$ cat config.mk
export PLATFORM = sky130hd
export DESIGN_NAME = instr_decoder_top
export DESIGN_NICKNAME = d
export VERILOG_FILES = /design/src/logic/isa_pkg.sv /design/src/logic/ctrl_pkg.sv /design/src/logic/word_capture.sv /design/src/logic/instr_sequencer.sv /design/src/logic/ctrl_encoder.sv /design/src/logic/instr_decoder_top.sv
export SDC_FILE = /design/constraint.sdc
export NUM_CORES = 1
export LEC_CHECK = 0
export BUFFER_PORTS_ARGS = -buffer_cell sky130_fd_sc_hd__buf_2
export CAP_MARGIN = 20
export CORE_UTILIZATION = 45
export CTS_BUF_LIST = sky130_fd_sc_hd__clkbuf_8
export DETAILED_ROUTE_END_ITERATION = 10
export PLACE_DENSITY_LB_ADDON = 0.2
export SLEW_MARGIN = 20
export SYNTH_ARGS = -nofsm -noshare
export SYNTH_HDL_FRONTEND = slang
export SYNTH_SLANG_ARGS = --single-unit
$ cat constraint.sdc
create_clock -name clk -period 2.14 [get_ports clk]
set_input_delay 0.107 -clock clk [delete_from_list [all_inputs] [get_ports clk]]
set_output_delay 0.107 -clock clk [all_outputs]
set_load 0.005 [all_outputs]
$ cat src/logic/isa_pkg.sv
package isa_pkg;

    // width of one data bus word
    localparam int WORD_W = 16;

    // instruction kind, upper byte of an opcode word
    typedef enum logic [7:0] {
        NOP    = 8'h00,
        ALU_RR = 8'h01,
        ALU_RI = 8'h02,
        JMP    = 8'h03,
        MOV_AR = 8'h04,
        MOV_RA = 8'h05,
        PUSH   = 8'h06,
        POP    = 8'h07
    } instr_kind_e;

    // alu operation, lower byte of an opcode word
    localparam logic [7:0] ALU_ADD  = 8'h01;
    localparam logic [7:0] ALU_SUB  = 8'h02;
    localparam logic [7:0] ALU_AND  = 8'h03;
    localparam logic [7:0] ALU_OR   = 8'h04;
    localparam logic [7:0] ALU_NOT  = 8'h05;
    localparam logic [7:0] ALU_XOR  = 8'h06;
    // MOV_RR under ALU_RR, LOAD under ALU_RI
    localparam logic [7:0] ALU_MOVE = 8'hff;

    typedef struct packed {
        instr_kind_e kind;
        logic [7:0]  alu_op;
    } opcode_t;

    // register argument, only the low nibble selects
    typedef struct packed {
        logic [11:0] unused;
        logic [3:0]  reg_sel;
    } reg_arg_t;

    // one bus word, seen as opcode, register argument or plain value
    typedef union packed {
        opcode_t           op;
        reg_arg_t          reg_arg;
        logic [WORD_W-1:0] raw;
    } bus_word_u;

    // complete instruction handed from the sequencer to the encoder
    typedef struct packed {
        logic      valid;
        opcode_t   op;
        bus_word_u arg_a;
        bus_word_u arg_b;
    } issue_t;

endpackage

$ cat src/logic/ctrl_pkg.sv
package ctrl_pkg;

    // bus i/o; lock_out must be set whenever write is
    typedef struct packed {
        logic write;
        logic lock_out;
    } io_ctrl_t;

    // program counter
    typedef struct packed {
        logic lock;
        logic out_en;
        logic set;
    } pc_ctrl_t;

    // decoder bus drivers
    typedef struct packed {
        logic lock;
        logic addr_en;
        logic data_en;
        logic data_out;
    } dc_ctrl_t;

    // alu and register file
    typedef struct packed {
        logic [7:0] op;
        logic [3:0] sel_b;
        logic [3:0] sel_a;
        logic       dc_en;
        logic       io_en;
        logic       reg_out;
    } alu_ctrl_t;

    // register select codes, 1 to 6 are registers A to F
    localparam logic [3:0] SEL_NONE = 4'h0;
    localparam logic [3:0] SEL_IMM  = 4'h8;

    typedef struct packed {
        io_ctrl_t                    io;
        pc_ctrl_t                    pc;
        dc_ctrl_t                    dc;
        alu_ctrl_t                   alu;
        logic [isa_pkg::WORD_W-1:0]  data_alu;
        logic [isa_pkg::WORD_W-1:0]  addr;
    } ctrl_bundle_t;

    // fetching: pc drives the address, data bus read in
    localparam ctrl_bundle_t CTRL_IDLE = '{
        io:       '{write: 1'b0, lock_out: 1'b0},
        pc:       '{lock: 1'b0, out_en: 1'b1, set: 1'b0},
        dc:       '{lock: 1'b0, addr_en: 1'b0, data_en: 1'b1, data_out: 1'b0},
        alu:      '{
            op:      8'h00,
            sel_b:   SEL_NONE,
            sel_a:   SEL_NONE,
            dc_en:   1'b0,
            io_en:   1'b0,
            reg_out: 1'b0
        },
        data_alu: '0,
        addr:     '0
    };

endpackage

$ cat src/logic/word_capture.sv
`timescale 1ns/1ps

module word_capture (
    input  logic                        clk,
    input  logic                        n_rst,
    input  logic [isa_pkg::WORD_W-1:0]  i_data,
    input  logic                        i_lock,
    output isa_pkg::bus_word_u          o_word,
    output logic                        o_word_valid
);

    isa_pkg::bus_word_u word_q;
    logic               valid_q;

    // word held while the bus is locked
    always_ff @(posedge clk) begin
        if (!i_lock) begin
            word_q.raw <= i_data;
        end
    end

    // a held word is not new, so it is never consumed twice
    always_ff @(posedge clk or negedge n_rst) begin
        if (!n_rst) begin
            valid_q <= 1'b0;
        end else begin
            valid_q <= !i_lock;
        end
    end

    assign o_word       = word_q;
    assign o_word_valid = valid_q;

    // locked edge never hands a word downstream
    a_lock_stalls: assert property (
        @(posedge clk) disable iff (!n_rst)
        i_lock |=> !o_word_valid
    );

endmodule

$ cat src/logic/instr_sequencer.sv
`timescale 1ns/1ps

module instr_sequencer (
    input  logic               clk,
    input  logic               n_rst,
    input  isa_pkg::bus_word_u i_word,
    input  logic               i_word_valid,
    input  logic               i_interrupt,
    output isa_pkg::issue_t    o_issue
);

    typedef enum logic [1:0] {
        FETCH,
        ARG_A,
        ARG_B
    } state_e;

    state_e             state_q;
    state_e             state_d;
    isa_pkg::opcode_t   op_q;
    isa_pkg::bus_word_u arg_a_q;
    logic               done;

    // argument words following the opcode
    function automatic logic [1:0] arg_count(input isa_pkg::instr_kind_e kind);
        logic [1:0] n;
        case (kind)
            isa_pkg::ALU_RR,
            isa_pkg::ALU_RI,
            isa_pkg::MOV_AR,
            isa_pkg::MOV_RA: n = 2'd2;
            isa_pkg::JMP,
            isa_pkg::PUSH,
            isa_pkg::POP:    n = 2'd1;
            // nop and unknown kinds
            default:         n = 2'd0;
        endcase
        return n;
    endfunction

    always_comb begin
        state_d = state_q;
        done    = 1'b0;
        if (i_word_valid) begin
            case (state_q)
                FETCH: begin
                    if (arg_count(i_word.op.kind) == 2'd0) begin
                        done = 1'b1;
                    end else begin
                        state_d = ARG_A;
                    end
                end
                ARG_A: begin
                    if (arg_count(op_q.kind) == 2'd1) begin
                        done    = 1'b1;
                        state_d = FETCH;
                    end else begin
                        state_d = ARG_B;
                    end
                end
                ARG_B: begin
                    done    = 1'b1;
                    state_d = FETCH;
                end
                default: state_d = FETCH;
            endcase
        end
        // interrupt drops the partly fetched instruction and this word
        if (i_interrupt) begin
            done    = 1'b0;
            state_d = FETCH;
        end
    end

    always_ff @(posedge clk or negedge n_rst) begin
        if (!n_rst) begin
            state_q <= FETCH;
        end else begin
            state_q <= state_d;
        end
    end

    always_ff @(posedge clk) begin
        if (i_word_valid && state_q == FETCH) begin
            op_q <= i_word.op;
        end
        if (i_word_valid && state_q == ARG_A) begin
            arg_a_q <= i_word;
        end
    end

    // last word goes straight out as arg_b, no register for it
    always_comb begin
        o_issue.valid = done;
        o_issue.op    = (state_q == FETCH) ? i_word.op : op_q;
        o_issue.arg_a = (state_q == ARG_B) ? arg_a_q : i_word;
        o_issue.arg_b = i_word;
    end

    // two-argument instruction completes only on its second argument
    a_two_arg_from_arg_b: assert property (
        @(posedge clk) disable iff (!n_rst)
        (o_issue.valid && arg_count(o_issue.op.kind) == 2'd2) |-> state_q == ARG_B
    );

    a_interrupt_to_fetch: assert property (
        @(posedge clk) disable iff (!n_rst)
        i_interrupt |=> state_q == FETCH
    );

endmodule

$ cat src/logic/ctrl_encoder.sv
`timescale 1ns/1ps

module ctrl_encoder (
    input  logic                  clk,
    input  logic                  n_rst,
    input  isa_pkg::issue_t       i_issue,
    output ctrl_pkg::ctrl_bundle_t o_ctrl
);

    ctrl_pkg::ctrl_bundle_t enc;
    ctrl_pkg::ctrl_bundle_t ctrl_q;

    // per-kind table, anything not set keeps its idle value
    always_comb begin
        enc = ctrl_pkg::CTRL_IDLE;
        case (i_issue.op.kind)
            isa_pkg::ALU_RR: begin
                enc.alu.op    = i_issue.op.alu_op;
                enc.alu.sel_a = i_issue.arg_a.reg_arg.reg_sel;
                enc.alu.sel_b = i_issue.arg_b.reg_arg.reg_sel;
            end
            isa_pkg::ALU_RI: begin
                enc.alu.op    = i_issue.op.alu_op;
                enc.alu.sel_a = i_issue.arg_a.reg_arg.reg_sel;
                enc.alu.sel_b = ctrl_pkg::SEL_IMM;
                enc.alu.dc_en = 1'b1;
                // immediate rides on the alu data word
                enc.data_alu  = i_issue.arg_b.raw;
            end
            isa_pkg::JMP: begin
                enc.pc   = '{lock: 1'b0, out_en: 1'b0, set: 1'b1};
                enc.dc   = '{lock: 1'b0, addr_en: 1'b1, data_en: 1'b1, data_out: 1'b0};
                enc.addr = i_issue.arg_a.raw;
            end
            isa_pkg::MOV_AR: begin
                // memory at a into register b
                enc.pc        = '{lock: 1'b1, out_en: 1'b0, set: 1'b0};
                enc.dc        = '{lock: 1'b0, addr_en: 1'b1, data_en: 1'b0, data_out: 1'b0};
                enc.alu.op    = i_issue.op.alu_op;
                enc.alu.sel_a = i_issue.arg_b.reg_arg.reg_sel;
                enc.alu.dc_en = 1'b1;
                enc.addr      = i_issue.arg_a.raw;
            end
            isa_pkg::MOV_RA: begin
                // register a out to memory at b
                enc.io          = '{write: 1'b1, lock_out: 1'b1};
                enc.pc          = '{lock: 1'b1, out_en: 1'b0, set: 1'b0};
                enc.dc          = '{lock: 1'b0, addr_en: 1'b1, data_en: 1'b0, data_out: 1'b0};
                enc.alu.op      = i_issue.op.alu_op;
                enc.alu.sel_a   = i_issue.arg_a.reg_arg.reg_sel;
                enc.alu.dc_en   = 1'b1;
                enc.alu.reg_out = 1'b1;
                enc.addr        = i_issue.arg_b.raw;
            end
            isa_pkg::PUSH: begin
                enc.io          = '{write: 1'b1, lock_out: 1'b1};
                enc.pc          = '{lock: 1'b1, out_en: 1'b0, set: 1'b0};
                enc.dc          = '{lock: 1'b0, addr_en: 1'b0, data_en: 1'b1, data_out: 1'b0};
                enc.alu.sel_a   = i_issue.arg_a.reg_arg.reg_sel;
                enc.alu.dc_en   = 1'b1;
                enc.alu.reg_out = 1'b1;
            end
            isa_pkg::POP: begin
                enc.pc        = '{lock: 1'b1, out_en: 1'b0, set: 1'b0};
                enc.dc        = '{lock: 1'b0, addr_en: 1'b0, data_en: 1'b1, data_out: 1'b0};
                enc.alu.sel_a = i_issue.arg_a.reg_arg.reg_sel;
                enc.alu.dc_en = 1'b1;
            end
            // nop and unknown kinds
            default: enc = ctrl_pkg::CTRL_IDLE;
        endcase
    end

    // one cycle per issued instruction, idle otherwise
    always_ff @(posedge clk or negedge n_rst) begin
        if (!n_rst) begin
            ctrl_q <= ctrl_pkg::CTRL_IDLE;
        end else if (i_issue.valid) begin
            ctrl_q <= enc;
        end else begin
            ctrl_q <= ctrl_pkg::CTRL_IDLE;
        end
    end

    assign o_ctrl = ctrl_q;

    a_pc_lock_set: assert property (
        @(posedge clk) disable iff (!n_rst)
        !(o_ctrl.pc.lock && o_ctrl.pc.set)
    );

    a_write_locked: assert property (
        @(posedge clk) disable iff (!n_rst)
        o_ctrl.io.write |-> o_ctrl.io.lock_out
    );

endmodule

$ cat src/logic/instr_decoder_top.sv
`timescale 1ns/1ps

module instr_decoder_top (
    input  logic                        clk,
    input  logic                        n_rst,
    input  logic [isa_pkg::WORD_W-1:0]  i_data,
    input  logic                        i_lock,
    input  logic                        i_interrupt,
    output ctrl_pkg::ctrl_bundle_t      o_ctrl
);

    isa_pkg::bus_word_u word;
    logic               word_valid;
    isa_pkg::issue_t    issue;

    // bus intake with lock stall
    word_capture word_capture_i (
        .clk          (clk),
        .n_rst        (n_rst),
        .i_data       (i_data),
        .i_lock       (i_lock),
        .o_word       (word),
        .o_word_valid (word_valid)
    );

    instr_sequencer instr_sequencer_i (
        .clk          (clk),
        .n_rst        (n_rst),
        .i_word       (word),
        .i_word_valid (word_valid),
        .i_interrupt  (i_interrupt),
        .o_issue      (issue)
    );

    // registered control bundle
    ctrl_encoder ctrl_encoder_i (
        .clk     (clk),
        .n_rst   (n_rst),
        .i_issue (issue),
        .o_ctrl  (o_ctrl)
    );

endmodule

== Yosys cells after proc, flatten, opt, wreduce, memory -nomap -nowiden ==
Index checks and enable logic that the tools add are counted.
Widths: inputs -> output; s select.

* Bits in registers: 111
* Input port bits: 20

* Eq/ne operators: 25
* Multiplexer cells: 28
* Reduce and logical (&&, ||, !) cells: 18

{| class="wikitable"
|+ Operators with widths
! kind !! count
|-
| $eq 8x3->1 const B || 12
|-
| $mux 60 || 1
|-
| $eq 8x2->1 const B || 6
|-
| $mux 16 || 3
|-
| $pmux 16 s2 || 1
|-
| $eq 8x1->1 const B || 3
|-
| $pmux 7 s3 || 1
|-
| $mux 2 || 9
|-
| $pmux 4 s2 || 2
|-
| $pmux 2 s2 || 3
|-
| $reduce_or 4->1 || 3
|-
| $reduce_or 5->1 || 2
|-
| $mux 8 || 1
|-
| $reduce_or 2->1 || 4
|-
| $mux 1 || 6
|-
| $reduce_or 3->1 || 2
|-
| $eq 2x1->1 const B || 2
|-
| $logic_not 2->1 || 2
|-
| $ne 3x3->1 const B || 1
|-
| $pmux 1 s3 || 1
|-
| $eq 2x2->1 const B || 1
|-
| $logic_and 1x1->1 || 2
|-
| $reduce_and 2->1 || 1
|-
| $reduce_bool 2->1 || 1
|-
| $logic_not 1->1 || 1
|}

== Depth between registers and ports, before layout ==
* Depth in word-level cells: 11
* Gate-level depth with buffers: 8
* Mapped depth without buffers: 6

== Cells and area by module ==
From an unflattened synthesis, not the netlist that was laid out.

* Cell total of the unflattened synthesis: 316
* Area total of the unflattened synthesis: 4496.8 um^2

{| class="wikitable"
|+ Modules (own cells, without submodules)
! module !! times used !! cells an instance !! area an instance (um^2) !! sequential area each (um^2)
|-
| ctrl_encoder || 1 || 193 || 2327.2 || 1378.8
|-
| instr_sequencer || 1 || 105 || 1660.3 || 1011.0
|-
| word_capture || 1 || 18 || 509.2 || 505.5
|}

== Least setup slack after synthesis ==
OpenSTA, ideal clock, no wires.

* Path type: register -> register
* Start: register instr_sequencer_i.state_q[0]
* End: register instr_sequencer_i.arg_a_q[0] (netlist name), enable pin
* Library setup time: 0.415 ns
* Arrival: 1.935 ns
* Data required time: 1.725 ns
* Path slack: -0.210 ns
* Cell stages (with the launch flop): 3
* Period minus slack after synthesis: 2.350 ns
* Cells stage by stage: dfrtp_1 > buf_2 > nor3b_1

* Longest elaborated chain between the ends: 2

{| class="wikitable"
|+ RTL lines
! element !! RTL line !! RTL
|-
| start, declared || instr_sequencer.sv:18 || <nowiki>state_e state_q;</nowiki>
|-
| start signal, assigned || instr_sequencer.sv:79 || <nowiki>state_q <= state_d;</nowiki>
|-
| $eq 2x1->1 || instr_sequencer.sv:87 || <nowiki>if (i_word_valid && state_q == ARG_A) begin</nowiki>
|-
| $logic_and 1x1->1 || instr_sequencer.sv:87 ||
|-
| end signal, assigned || instr_sequencer.sv:88 || <nowiki>arg_a_q <= i_word;</nowiki>
|-
| end, declared || instr_sequencer.sv:21 || <nowiki>isa_pkg::bus_word_u arg_a_q;</nowiki>
|}

No other way between the ends.
A chain may end at the register's enable or synchronous reset.

== Final worst setup path ==
* Start: register instr_sequencer_i.op_q[12] (netlist name)
* End: register ctrl_encoder_i.ctrl_q, in the netlist ctrl_encoder_i.o_ctrl[26]

* Longest elaborated chain between the ends: 11

{| class="wikitable"
|+ RTL lines
! element !! RTL line !! RTL
|-
| start, declared || instr_sequencer.sv:20 || <nowiki>isa_pkg::opcode_t op_q;</nowiki>
|-
| start signal, assigned || instr_sequencer.sv:85 || <nowiki>op_q <= i_word.op;</nowiki>
|-
| $eq 8x1->1 (tied with other cells) || instr_sequencer.sv:27 || <nowiki>case (kind)</nowiki>
|-
| $reduce_or 4->1 / $reduce_or 3->1 (equally long branches) || instr_sequencer.sv:27 ||
|-
| $pmux 2 s2 || instr_sequencer.sv:27 ||
|-
| $mux 2 || instr_sequencer.sv:45 || <nowiki>case (state_q)</nowiki>
|-
| $mux 2 || instr_sequencer.sv:44 || <nowiki>if (i_word_valid) begin</nowiki>
|-
| $eq 2x1->1 || instr_sequencer.sv:54 || <nowiki>if (arg_count(op_q.kind) == 2'd1) begin</nowiki>
|-
| $mux 1 || instr_sequencer.sv:54 ||
|-
| $pmux 1 s3 || instr_sequencer.sv:45 ||
|-
| $mux 1 || instr_sequencer.sv:44 ||
|-
| $mux 1 || instr_sequencer.sv:69 || <nowiki>if (i_interrupt) begin</nowiki>
|-
| $mux 60 (*) || ctrl_encoder.sv:78 || <nowiki>end else if (i_issue.valid) begin</nowiki>
|-
| end signal, assigned || ctrl_encoder.sv:77 || <nowiki>ctrl_q <= ctrl_pkg::CTRL_IDLE;</nowiki>
|-
| end signal, assigned || ctrl_encoder.sv:79 || <nowiki>ctrl_q <= enc;</nowiki>
|-
| end signal, assigned || ctrl_encoder.sv:81 || <nowiki>ctrl_q <= ctrl_pkg::CTRL_IDLE;</nowiki>
|-
| end, declared || ctrl_encoder.sv:11 || <nowiki>ctrl_pkg::ctrl_bundle_t ctrl_q;</nowiki>
|}

Mark *: on every way between the ends. The rest lies on a longest branch, timed or not. The select of a mux whose other input is x is not followed.

==> run metrics <==
launching point of the worst reg2reg path=instr_sequencer_i.op_q[12]$_DFFE_PP_; Post-Route WL=8490 µm; vias per inst=5.05; Synth Flop Type=dfrtp_1; largest net degree at the start of global routing=59; Fin. Hold Viols=0; Max-Slew Margin vs Limit=0.498; most frequent CP cell=buf_6; post-synth top area cell=edfxtp_1; routed vias=2625; P_sw=0.836 mW; initial antenna violation count=0; area grow syn2layout=29.5%; period utilisation layout=0.980; Final Setup Violations=0; First DRT Iteration DRCs=105; Synth area leaders=edfxtp_1 (36%), dfrtp_1 (35%), nand2_1 (3.2%); initial cell density of the core=0.460; Initial DRT Pass Iterations=4; worst hold path type=in2async; P_int=3.07 mW; wire per inst=16.3 µm; LEAKAGE=2.36 nW; final worst setup slack=0.0437 ns; Post-Syn Area=4000 µm²; clock-pin slew on the worst setup and hold paths=0.10 ns; # port buffers=76; Worst Tran Pin Value=0.745 ns; final slew viol count=0; CP required=2.44 ns; vias in the first global route=2627; diodes inserted=0; Data arrival, critical path=2.40 ns; CTS Buffer Depth=2; worst reg2reg setup slack=0.04 ns; Crit. End Element=register; crit path cell chain=or2_1 -> or4_4 -> o31ai_4 -> buf_6 -> o211ai_4 -> nor3_4 -> buf_6 -> and2_1; I/O Pins=80; status=finished, final reports clean; GPL Wtd Cong=0.897; die span in y=96.2 µm; # clock sinks=106; Critical Path Source=instr_sequencer_i.op_q[12]$_DFFE_PP_; sequential fraction of the synthesis area=0.724; Routed Antenna Nets=0; CP Class=reg2reg; GRT Util Overall=0.200; YS warnings=0; Gate power share=0.059; Avg Cell Area, Syn=14.2 µm²; Worst path top cell family by delay=simple AND/OR/NAND/NOR gates; Post-Syn Instances=282; H-tree depth=3; Worst path slowest cell=or4_4; Clk Latency, worst-skew pair=0.36 ns; cell with the most instances after synthesis=dfrtp_1; most frequent cells after synthesis=dfrtp_1 (56), edfxtp_1 (48), nand2_1 (34), nor2_1 (21), and2_1 (19); gr ovfl total=0; area post-placement=4680 µm²; Achievable Freq=477 MHz; HPWL after DPL=5640 µm; synth unique cells=48; CP max stage delay=0.46 ns; Placement Setup Slack=-0.0142 ns; max-cap viol count=0; Die ar.=9260 µm²; Setup TNS=0 ns; Die W=96.2 µm; Residual DRC=0; clock power share=0.369; final core occ=0.596; Tmin final=2.10 ns; TritonCTS clock tree=built; Buf/Inv on CP=2; Post-synth EDFFs=48; Max rail drop VDD=0.416 mV; Max Clock Skew=0.0105 ns; crit path max fanout=9; RSZ-0062 raised after global routing=yes; Core Area=8680 µm²; nets=427; layout cells sized above 1=0.379; fraction of registers with async set/reset=0.547; Clk Tree Root Cell=clkbuf_8; crit start category=register; Switching Fraction=0.214; final instance area=5180 µm²; first-pass GRT wire length=13300 µm; CTS Buf Count=9; Rows=34; top cell type's share of synthesized area=0.361; pwr/cell area=754 nW/µm²; #FFs+latches synth=106; Reg power frac=0.573
==> cell type report <==
type / count / area [µm²]
Clock buffer: 9 / 124
Fill cell: 729 / 3500
Clock inverter: 7 / 118
Sequential cell: 106 / 2900
Multi-Input combinational cell: 158 / 1050
Tap cell: 108 / 135
Timing Repair Buffer: 127 / 840
Inverter: 5 / 18.8
==> layout by cell type, fill, tap and decap left out, types with 2 or more instances in the layout <==
cell type / count
buf_2: 76
dfrtp_1: 56
edfxtp_1: 48
nand2_1: 34
buf_4: 27
nor2_1: 20
dlygate4sd3_1: 18
and2_1: 15
a21oi_1: 14
a22oi_1: 12
clkbuf_8: 9
nand4_1: 6
inv_1: 5
buf_6: 5
o21ai_0: 4
and2_4: 4
a32o_1: 4
or2_1: 3
nor3_1: 3
conb_1: 3
bufinv_16: 3
mux2i_2: 2
nor2_2: 2
or4_4: 2
and3_2: 2
nor3_4: 2
xnor2_1: 2
mux2i_1: 2
dfstp_2: 2
==> registers in the layout, indices dropped and copies added (netlist names) <==
register and flops:
word_capture_i.o_word 16, instr_sequencer_i.state_q 2, instr_sequencer_i.arg_a_q 16, ctrl_encoder_i.o_ctrl 55, word_capture_i.o_word_valid 1, instr_sequencer_i.op_q 16
==> power by group through the flow <==
stage	Combinational, mW	Clock [mW]	Sequential [mW]
6_report	0.229	1.44	2.24
5_1_grt	0.254	1.55	2.25
4_1_cts	0.223	1.48	2.24
3_5_place_dp	0.197	0	2.28
3_3_place_gp	0.193	0	2.28
2_1_floorplan	0.0899	0	2.27
==> worst register-to-register path, cell delays in order, from the launching register on <==
cell and delay [ns]:
edfxtp_1 0.36, or2_1 0.24, or4_4 0.46, o31ai_4 0.28, buf_6 0.14, o211ai_4 0.08, nor3_4 0.17, buf_6 0.17
and2_1 0.14
==> worst paths after layout <==
kind,endpoint,cells past startpoint
min in group clk,word_capture_i.o_word_valid$_DFF_PN0_,2
hold reg to reg,ctrl_encoder_i.o_ctrl[5]$_DFF_PN0_,2
setup reg to reg,ctrl_encoder_i.o_ctrl[26]$_DFF_PN0_,8
setup / recovery,ctrl_encoder_i.o_ctrl[26]$_DFF_PN0_,8
max in group asynchronous,ctrl_encoder_i.o_ctrl[52]$_DFF_PN1_,3
hold / removal,ctrl_encoder_i.o_ctrl[46]$_DFF_PN0_,3
==> repair_timing <==
item	in CTS	in global routing
hold buffers	18	0
resized for setup	1	20
cloned	0	0
endpoints found under the hold margin	76	0
setup buffers	0	0
pin swaps	0	3
setup endpoints to repair	5	50
==> layer usage <==
metal,GRT usage,up-vias,part of all wire
met5,0,-,0
li1,-,1240,-
met4,0.0485,0,0.0025
met3,0.0506,2,0.041
met1,0.255,1302,0.44
met2,0.340,81,0.52
==> cell families after synthesis <==
| logic type | count (synthesis) | share of synthesized area |
|---|---|---|
| buffers and inverters | 20 | 0.0319 |
| DFF | 106 | 0.724 |
| AOI/OAI and AO/OA | 47 | 0.0908 |
| xor gates and xnor gates | 2 | 0.00438 |
| and+or+nand+nor | 102 | 0.136 |
| muxes | 4 | 0.0119 |
| other | 1 | 0.000938 |
==> through the flow <==
step | total power [mW] | hold WS (ns) | cells
after global routing | 4.05 | 0.301 | 520
final | 3.90 | 0.272 | 520
after global placement | 2.47 | 0.129 | 486
after CTS | 3.94 | 0.278 | 520
after floorplan | 2.36 | -0.189 | 284
after detailed placement | 2.47 | 0.136 | 486
(Power assumes the default switching activity.)
